<file path="src/hw/smc_pkg.sv">
// Controller structs, APB register map and AHB encodings
`default_nettype none

package smc_pkg;

  // --------------------
  // Widths
  // --------------------
  localparam int WAIT_W = 4;   // Wait-state field width
  localparam int CNT_W  = 16;  // Completed access counter width

  // --------------------
  // AHB encodings
  // --------------------
  localparam logic [1:0] HTRANS_NONSEQ = 2'b10;
  localparam logic [1:0] HTRANS_SEQ    = 2'b11;

  localparam logic [1:0] HRESP_OKAY  = 2'b00;
  localparam logic [1:0] HRESP_ERROR = 2'b01;

  // Low two bits of hsize
  localparam logic [1:0] SIZE_BYTE = 2'b00;
  localparam logic [1:0] SIZE_HALF = 2'b01;
  localparam logic [1:0] SIZE_WORD = 2'b10;

  // --------------------
  // APB register map
  // --------------------
  localparam logic [4:0] REG_CTRL   = 5'h00;  // Bit 0 enable
  localparam logic [4:0] REG_TIMING = 5'h04;  // Read and write wait states
  localparam logic [4:0] REG_COUNT  = 5'h08;  // Access count, read only

  localparam int CTRL_EN_BIT = 0;   // Enable position in CTRL
  localparam int RD_WAIT_LSB = 0;   // rd_wait at TIMING[3:0]
  localparam int WR_WAIT_LSB = 8;   // wr_wait at TIMING[11:8]

  // Configuration from the register block
  typedef struct packed {
    logic              enable;   // Controller enabled
    logic [WAIT_W-1:0] rd_wait;  // Read strobe is rd_wait+1 cycles
    logic [WAIT_W-1:0] wr_wait;  // Write strobe is wr_wait+1 cycles
  } smc_cfg_t;

  // One captured AHB address phase
  typedef struct packed {
    logic [31:0] addr;
    logic        write;
    logic [1:0]  size;   // hsize[1:0]
  } smc_req_t;

endpackage

`default_nettype wire

</file>
<file path="src/hw/smc_apb_regs.sv">
// APB register block with enable, read and write wait states and access counter
`timescale 1ns/1ps
`default_nettype none

module smc_apb_regs (
  input  wire                     hclk,
  input  wire                     rst_n,
  input  wire                     psel,
  input  wire                     penable,
  input  wire                     pwrite,
  input  wire  [4:0]              paddr,
  input  wire  [31:0]             pwdata,
  input  wire                     done,     // Access completed in sequencer
  output logic [31:0]             prdata,
  output smc_pkg::smc_cfg_t       cfg
);

  logic                        wr_en;     // APB access phase write
  logic [smc_pkg::CNT_W-1:0]   acc_cnt;   // Completed accesses, wraps

  assign wr_en = psel & penable & pwrite;

  // --------------------
  // Register writes
  // --------------------
  always_ff @(posedge hclk) begin
    if (!rst_n) begin
      cfg     <= '0;  // Disabled, minimum strobes
      acc_cnt <= '0;
    end else begin
      if (wr_en && paddr == smc_pkg::REG_CTRL) begin
        cfg.enable <= pwdata[smc_pkg::CTRL_EN_BIT];
      end
      if (wr_en && paddr == smc_pkg::REG_TIMING) begin
        cfg.rd_wait <= pwdata[smc_pkg::RD_WAIT_LSB +: smc_pkg::WAIT_W];
        cfg.wr_wait <= pwdata[smc_pkg::WR_WAIT_LSB +: smc_pkg::WAIT_W];
      end
      // COUNT is read only, writes fall through
      if (done) begin
        acc_cnt <= acc_cnt + 1'b1;  // Wraps at 2^16
      end
    end
  end

  // --------------------
  // Read mux
  // --------------------
  always_comb begin
    prdata = '0;  // Undefined bits and offsets read zero
    case (paddr)
      smc_pkg::REG_CTRL: begin
        prdata[smc_pkg::CTRL_EN_BIT] = cfg.enable;
      end
      smc_pkg::REG_TIMING: begin
        prdata[smc_pkg::RD_WAIT_LSB +: smc_pkg::WAIT_W] = cfg.rd_wait;
        prdata[smc_pkg::WR_WAIT_LSB +: smc_pkg::WAIT_W] = cfg.wr_wait;
      end
      smc_pkg::REG_COUNT: begin
        prdata[smc_pkg::CNT_W-1:0] = acc_cnt;
      end
      default: begin
        prdata = '0;
      end
    endcase
  end

endmodule

`default_nettype wire

</file>
<file path="src/hw/smc_ahb_slave.sv">
// AHB-lite slave front end with address capture, error response and stretched data phase
`timescale 1ns/1ps
`default_nettype none

module smc_ahb_slave (
  input  wire                  hclk,
  input  wire                  rst_n,
  input  wire  [31:0]          haddr,
  input  wire  [1:0]           htrans,
  input  wire                  hsel,
  input  wire                  hwrite,
  input  wire  [2:0]           hsize,
  input  wire  [31:0]          hwdata,
  input  wire                  hready,     // Muxed bus ready
  input  wire                  enable,     // CTRL enable bit
  input  wire                  done,       // Sequencer hold cycle
  input  wire  [31:0]          rdata,      // Sequencer read data
  output logic [31:0]          smc_hrdata,
  output logic                 smc_hready,
  output logic [1:0]           smc_hresp,
  output logic                 smc_valid,
  output smc_pkg::smc_req_t    req,
  output logic                 start,      // One cycle, first data cycle
  output logic [31:0]          wdata
);

  logic accept;     // Address phase taken this edge
  logic bad;        // Transfer gets ERROR
  logic err_first;  // First of the two ERROR cycles

  // --------------------
  // Address phase decode
  // --------------------
  assign accept = hsel & hready &
                  (htrans == smc_pkg::HTRANS_NONSEQ | htrans == smc_pkg::HTRANS_SEQ);

  always_comb begin
    bad = ~enable;                            // Disabled controller
    if (hsize[2] || hsize[1:0] == 2'b11) begin
      bad = 1'b1;                             // Wider than a word
    end
    if (hsize[1:0] == smc_pkg::SIZE_HALF && haddr[0]) begin
      bad = 1'b1;                             // Odd halfword
    end
    if (hsize[1:0] == smc_pkg::SIZE_WORD && haddr[1:0] != 2'b00) begin
      bad = 1'b1;                             // Unaligned word
    end
  end

  // --------------------
  // Response control
  // --------------------
  always_ff @(posedge hclk) begin
    if (!rst_n) begin
      smc_hready <= 1'b1;
      smc_hresp  <= smc_pkg::HRESP_OKAY;
      start      <= 1'b0;
      err_first  <= 1'b0;
    end else begin
      start     <= 1'b0;   // Pulses only
      err_first <= 1'b0;
      if (accept) begin
        smc_hready <= 1'b0;                    // Stretch data phase
        if (bad) begin
          smc_hresp <= smc_pkg::HRESP_ERROR;
          err_first <= 1'b1;
        end else begin
          smc_hresp <= smc_pkg::HRESP_OKAY;
          start     <= 1'b1;                   // Kick sequencer
        end
      end else if (err_first) begin
        smc_hready <= 1'b1;                    // Second ERROR cycle
      end else if (done) begin
        smc_hready <= 1'b1;                    // Data phase ends next cycle
      end else if (smc_hready) begin
        smc_hresp <= smc_pkg::HRESP_OKAY;      // Back to idle response
      end
    end
  end

  assign smc_valid = start;  // Cycle 0 of an OKAY access

  // Payload, no reset needed
  always_ff @(posedge hclk) begin
    if (accept) begin
      req.addr  <= haddr;
      req.write <= hwrite;
      req.size  <= hsize[1:0];
    end
    if (start) begin
      wdata <= hwdata;         // hwdata valid in first data cycle
    end
    if (done) begin
      smc_hrdata <= rdata;     // Read word for the final cycle
    end
  end

endmodule

`default_nettype wire

</file>
<file path="src/hw/smc_access_seq.sv">
// External access sequencer with wait counting, byte-lane decode and memory strobes
`timescale 1ns/1ps
`default_nettype none

module smc_access_seq (
  input  wire                  hclk,
  input  wire                  rst_n,
  input  wire  smc_pkg::smc_req_t req,       // Held stable by the slave
  input  wire                  start,
  input  wire  [31:0]          wdata,
  input  wire  smc_pkg::smc_cfg_t cfg,
  input  wire  [31:0]          data_smc,   // External read data
  output logic                 done,
  output logic [31:0]          rdata,
  output logic [31:0]          smc_addr,
  output logic [31:0]          smc_data,
  output logic [3:0]           smc_n_be,
  output logic                 smc_n_cs,
  output logic [3:0]           smc_n_we,
  output logic                 smc_n_wr,
  output logic                 smc_n_rd,
  output logic                 smc_n_ext_oe,
  output logic                 smc_busy
);

  typedef enum logic [1:0] {
    S_IDLE,   // Waiting for start
    S_ADDR,   // Address setup, chip select low
    S_STRB,   // Read or write strobe low
    S_HOLD    // Hold, strobes released
  } seq_state_t;

  seq_state_t                   state;
  logic [smc_pkg::WAIT_W-1:0]   wait_cnt;   // Remaining strobe cycles minus one
  logic                         strobe;     // In strobe phase
  logic                         last;       // Final strobe cycle
  logic [3:0]                   be_n;       // Lane enables, active low

  assign strobe = (state == S_STRB);
  assign last   = strobe && (wait_cnt == '0);

  // --------------------
  // State machine
  // --------------------
  always_ff @(posedge hclk) begin
    if (!rst_n) begin
      state    <= S_IDLE;
      wait_cnt <= '0;
    end else begin
      case (state)
        S_IDLE: begin
          if (start) begin
            state <= S_ADDR;
          end
        end
        S_ADDR: begin
          // Load wait count for this direction
          wait_cnt <= req.write ? cfg.wr_wait : cfg.rd_wait;
          state    <= S_STRB;
        end
        S_STRB: begin
          if (wait_cnt == '0) begin
            state <= S_HOLD;
          end else begin
            wait_cnt <= wait_cnt - 1'b1;
          end
        end
        S_HOLD: begin
          state <= S_IDLE;   // One hold cycle only
        end
        default: begin
          state <= S_IDLE;
        end
      endcase
    end
  end

  // Read word captured at the end of the strobe
  always_ff @(posedge hclk) begin
    if (last && !req.write) begin
      rdata <= data_smc;
    end
  end

  // --------------------
  // Byte-lane decode
  // --------------------
  always_comb begin
    case (req.size)
      smc_pkg::SIZE_BYTE: begin
        be_n = ~(4'b0001 << req.addr[1:0]);          // One lane
      end
      smc_pkg::SIZE_HALF: begin
        be_n = req.addr[1] ? 4'b0011 : 4'b1100;      // Upper or lower pair
      end
      default: begin
        be_n = 4'b0000;                              // Full word
      end
    endcase
  end

  // --------------------
  // Memory pins
  // --------------------
  assign done     = (state == S_HOLD);
  assign smc_busy = (state != S_IDLE);
  assign smc_n_cs = ~smc_busy;                      // Address, strobe and hold

  assign smc_n_rd = ~(strobe & ~req.write);
  assign smc_n_wr = ~(strobe & req.write);
  assign smc_n_we = be_n | {4{smc_n_wr}};           // Per-lane write strobes
  assign smc_n_be = smc_busy ? be_n : 4'hf;         // Released when idle

  // Drive the data bus from strobe through hold of writes
  assign smc_n_ext_oe = ~(req.write & (strobe | done));

  assign smc_addr = req.addr;
  assign smc_data = wdata;

endmodule

`default_nettype wire

</file>
<file path="src/hw/smc_top.sv">
// Static memory controller top with AHB slave, access sequencer and APB registers
`timescale 1ns/1ps
`default_nettype none

module smc_top (
  // Clock and reset
  input  wire         hclk,
  input  wire         rst_n,
  // AHB-lite slave
  input  wire  [31:0] haddr,
  input  wire  [1:0]  htrans,
  input  wire         hsel,
  input  wire         hwrite,
  input  wire  [2:0]  hsize,
  input  wire  [31:0] hwdata,
  input  wire         hready,
  output wire  [31:0] smc_hrdata,
  output wire         smc_hready,
  output wire  [1:0]  smc_hresp,
  output wire         smc_valid,
  // APB configuration
  input  wire         psel,
  input  wire         penable,
  input  wire         pwrite,
  input  wire  [4:0]  paddr,
  input  wire  [31:0] pwdata,
  output wire  [31:0] prdata,
  // External memory
  output wire  [31:0] smc_addr,
  output wire  [31:0] smc_data,
  input  wire  [31:0] data_smc,
  output wire  [3:0]  smc_n_be,
  output wire         smc_n_cs,
  output wire  [3:0]  smc_n_we,
  output wire         smc_n_wr,
  output wire         smc_n_rd,
  output wire         smc_n_ext_oe,
  // Status
  output wire         smc_busy
);

  smc_pkg::smc_cfg_t cfg;     // Register outputs
  smc_pkg::smc_req_t req;     // Captured address phase
  logic              start;
  logic              done;
  logic [31:0]       wdata;
  logic [31:0]       rdata;

  // --------------------
  // Instances
  // --------------------
  smc_apb_regs u_regs (
    .hclk    (hclk),
    .rst_n   (rst_n),
    .psel    (psel),
    .penable (penable),
    .pwrite  (pwrite),
    .paddr   (paddr),
    .pwdata  (pwdata),
    .done    (done),
    .prdata  (prdata),
    .cfg     (cfg)
  );

  smc_ahb_slave u_slave (
    .hclk       (hclk),
    .rst_n      (rst_n),
    .haddr      (haddr),
    .htrans     (htrans),
    .hsel       (hsel),
    .hwrite     (hwrite),
    .hsize      (hsize),
    .hwdata     (hwdata),
    .hready     (hready),
    .enable     (cfg.enable),   // Only the enable bit
    .done       (done),
    .rdata      (rdata),
    .smc_hrdata (smc_hrdata),
    .smc_hready (smc_hready),
    .smc_hresp  (smc_hresp),
    .smc_valid  (smc_valid),
    .req        (req),
    .start      (start),
    .wdata      (wdata)
  );

  smc_access_seq u_seq (
    .hclk         (hclk),
    .rst_n        (rst_n),
    .req          (req),
    .start        (start),
    .wdata        (wdata),
    .cfg          (cfg),
    .data_smc     (data_smc),
    .done         (done),
    .rdata        (rdata),
    .smc_addr     (smc_addr),
    .smc_data     (smc_data),
    .smc_n_be     (smc_n_be),
    .smc_n_cs     (smc_n_cs),
    .smc_n_we     (smc_n_we),
    .smc_n_wr     (smc_n_wr),
    .smc_n_rd     (smc_n_rd),
    .smc_n_ext_oe (smc_n_ext_oe),
    .smc_busy     (smc_busy)
  );

endmodule

`default_nettype wire

</file>
<file path="config.mk">
export PLATFORM = sky130hd
export DESIGN_NAME = smc_top
export DESIGN_NICKNAME = d
export VERILOG_FILES = /design/src/hw/smc_pkg.sv /design/src/hw/smc_apb_regs.sv /design/src/hw/smc_ahb_slave.sv /design/src/hw/smc_access_seq.sv /design/src/hw/smc_top.sv
export SDC_FILE = /design/constraint.sdc
export NUM_CORES = 1
export LEC_CHECK = 0
export BUFFER_PORTS_ARGS = -buffer_cell sky130_fd_sc_hd__buf_2
export CELL_PAD_IN_SITES_DETAIL_PLACEMENT = 2
export CELL_PAD_IN_SITES_GLOBAL_PLACEMENT = 2
export CORE_MARGIN = 5
export CORE_UTILIZATION = 32
export DETAILED_ROUTE_END_ITERATION = 12
export PLACE_DENSITY_LB_ADDON = 0.12
export SLEW_MARGIN = 10
export SYNTH_ARGS = -nofsm -noshare
export SYNTH_HDL_FRONTEND = slang
export SYNTH_SLANG_ARGS = --single-unit
</file>
<file path="constraint.sdc">
create_clock -name hclk -period 7.68 [get_ports hclk]
set_input_delay 1.536 -clock hclk [delete_from_list [all_inputs] [get_ports hclk]]
set_output_delay 1.536 -clock hclk [all_outputs]
set_load 0.02 [all_outputs]
</file>
==> metrics list <==
- The analysis attributes to cell leakage a power of 3.21 nW.
- Worst setup path class: in2out
- Result of the run: completed
- Remaining antenna violation count: 0
- The Yosys step of the flow raised 0 warnings.
* Switch share: 0.206
- The tightest min-delay check is of the reg2reg type.
- Critical Path Sink Type: primary output
- TritonCTS clock tree: built
* Part of the total power dissipated in the clock network: 0.461
- Std-Cell Core Area: 19500 um2
- For this run the aggregate overflow at the end of global routing stands at 0.
- In this run, post-CTS hold repair placed 0 buffers.
- Setup violations remaining at the end of the flow were counted as 0.
- Setup repair after global routing left no endpoint under its margin.
- Worst setup timing slack at the placement stage: 3.11 ns
- Setup slack on the critical path of the routed design comes to 3.13 ns.
- PwrDens: 239 nW/um2
* Count of input and output buffers: 248
- Entering global routing, the biggest net connects 42 pins.
* Routed via count: 4101
- Via count of the first global-routing pass: 4537
* Core Rows: 51
- Share of post-route cells with drive strength above 1: 0.440
* Dominant register cell in the synthesized netlist: edfxtp_1
* Placed wire-length estimate after detailed placement: 12700 um
- Worst endpoint data arrival time: 3.01 ns
- The share of total power dissipated in sequential elements is 0.500.
* Number of max-cap violations: 0
- After synthesis the netlist holds a flip-flop and latch count of 166.
- Counting every sink on the clock net gives 166.
- Multi-input gate area in the final layout: 1300 um2
- Post-CTS setup buffers: 0
- The internal portion of the total power is 1.56 mW.
- For the final database, setup skew stands at 0.0164 ns.
- Final Cycle Share: 0.592
- The synthesized netlist occupies a cell area of 6340 um2.
- The share of the Yosys chip area taken by registers is 0.731.
* Core occupancy in the finished layout: 0.421
* Logic pwr share: 0.039
* Summed negative setup slack over all endpoints: 0 ns
- Maximum operating frequency: 220 MHz
* Count of flip-flops with a built-in enable after synthesis: 131
- For this run, the total global-route usage over all layers was measured as 0.148.
* Final Non-Filler Cells: 929
* Number of buffers added by the clock tree synthesis step: 17
- Die area: 22700 um2
- The H-tree was split into 4 levels.
- Commonest cells after routing, fill and taps aside: buf_2, edfxtp_1, nand2_1, dfxtp_1, mux2i_1
- Worst setup SP type: input pin
* Peak fanout along the critical path: 15
- Count of unique library cells instantiated by Yosys: 46
- Vert. Die Dim: 151 um
- In this run the horizontal extent of the chip is 151 um.
- The analysis attributes to net switching a power of 404 uW.
- WHS: 0.422 ns
- Post-DR vias/cell: 4.41
- The first detailed-routing pass ran for 4 iterations.
- No sink is reached through more buffers than the 2 on the longest clock path.
- Clock Tree Root: clkbuf_16
* Instance area at placement: 7570 um2
* Critical Path RT: 6.14 ns
* Area of all sequential standard cells: 4630 um2
- Post-synthesis cell count: 427
- GPL Wtd Cong: 0.724
* Layout overhead on the synthesized area: 29.3%
- The max-slew violation count is 0.
- Wire length reported by the detailed router: 16800 um
* Count of placed standard cells including taps: 897
- The first global-routing pass estimated 25300 um of wire.
- For this run, design rule violations remaining after detail routing come to 0.
- Total power for the finished layout comes to 1.96 mW.
* Commonest non-fill, non-tap cell in the layout: buf_2
* Final period demand of the worst path: 4.55 ns
- Measured against its own limit, the worst slew margin works out to 0.304.
* VDD IR-drop max: 0.149 mV
- In this run, post-CTS repair resized a total of 0 instances.
- Clock-pin slew was measured on the worst setup and hold paths at 0.06 ns.
- Nets: 805
- Starting density of the core: 0.326
- Async set-reset flop share out of synthesis: 0
* Average cell area after synthesis: 14.9 um2
- I/O pin cnt: 291
* Routed length per instance: 18.1 um
- The number of antenna violations at the first check in global routing is 3.
* Fillcell total: 2025
- Transition time of the tightest slew-check pin: 1.04 ns
- First-iteration detailed-routing DRC count: 107
- After routing the design area is 8200 um2.
- The final hold violation count came to 0.
* Clock latency of the later-clocked register in the worst-skew pair: 0.42 ns
-- layer usage --
metal	track usage	wire length [um]	vias to the layer above
li1	-	-	1936
met1	0.171	6630	1981
met2	0.257	8600	160
met3	0.0521	1380	20
met4	0.0462	208	4
met5	0	25	-
-- cells by family after synthesis --
logic type      count (synthesis)  synth area share
flops                         166             0.731
buf+inv                        74            0.0744
xor+xnor                        4           0.00553
other cells                     1          0.000591
fa+ha+maj                       8            0.0158
compound gates                 46            0.0487
simple gates                  107            0.0906
mux                            21            0.0335
-- state kept, by name, summed over array words and instances (netlist names) --
name	count
u_slave.smc_hready	1
u_seq.state	2
u_seq.wait_cnt	4
u_regs.acc_cnt	16
u_slave.req	35
u_seq.rdata	32
u_regs.cfg	9
u_slave.wdata	32
u_slave.smc_hrdata	32
u_slave.smc_valid	1
u_slave.smc_hresp	1
u_slave.err_first	1
-- worst max-delay path, stage by stage --
cell and delay [ns]:
buf_2 0.09, or3_4 0.43, nor3b_4 0.54, a22o_1 0.24, buf_2 0.17
-- cells in the mapped netlist (8+ instances only) --
cell / instances / share of area
nand3_1: 8 / 0.0063
inv_1: 12 / 0.0071
edfxtp_1: 131 / 0.62
nand2_1: 35 / 0.021
a21oi_1: 9 / 0.0071
buf_4: 49 / 0.058
o21ai_0: 11 / 0.0087
nand2b_1: 9 / 0.0089
and2_1: 8 / 0.0079
dfxtp_1: 35 / 0.11
nor2_1: 13 / 0.0077
mux2i_1: 19 / 0.030
ha_1: 8 / 0.016
-- power by group through the flow --
stage	Combinational (mW)	Clock, mW	Sequential, mW
finish	0.0762	0.904	0.979
global route	0.0833	0.981	0.980
CTS	0.0776	0.934	0.979
detailed placement	0.0770	0	0.999
global placement	0.0736	0	0.999
floorplan	0.0488	0	0.998
-- path summary, 6_finish.rpt --
| path | from | endpoint | slack [ns] | cells past startpoint |
|---|---|---|---|---|
| worst min register to register | u_seq.rdata[8]$_DFFE_PP_ | u_slave.smc_hrdata[8]$_DFFE_PP_ | 0.42 | 0 |
| worst max-delay path | paddr[1] | prdata[10] | 3.13 | 5 |
| worst max register to register | u_seq.state[1]$_SDFFE_PN0P_ | u_regs.acc_cnt[15]$_SDFFE_PN0P_ | 4.87 | 4 |
| worst min-delay path | u_seq.rdata[8]$_DFFE_PP_ | u_slave.smc_hrdata[8]$_DFFE_PP_ | 0.42 | 0 |
-- area by class of cell --
class | count | share of cell area
clock buffers | 18 | 0.0523
inverters | 12 | 0.00549
clock inverters | 13 | 0.0238
flip-flops and latches | 166 | 0.565
multi-input cells | 203 | 0.159
repair buffers | 251 | 0.154
well taps | 265 | 0.0404
diodes | 1 | 0.000305
Note: power is estimated with default switching activity, not from simulation.
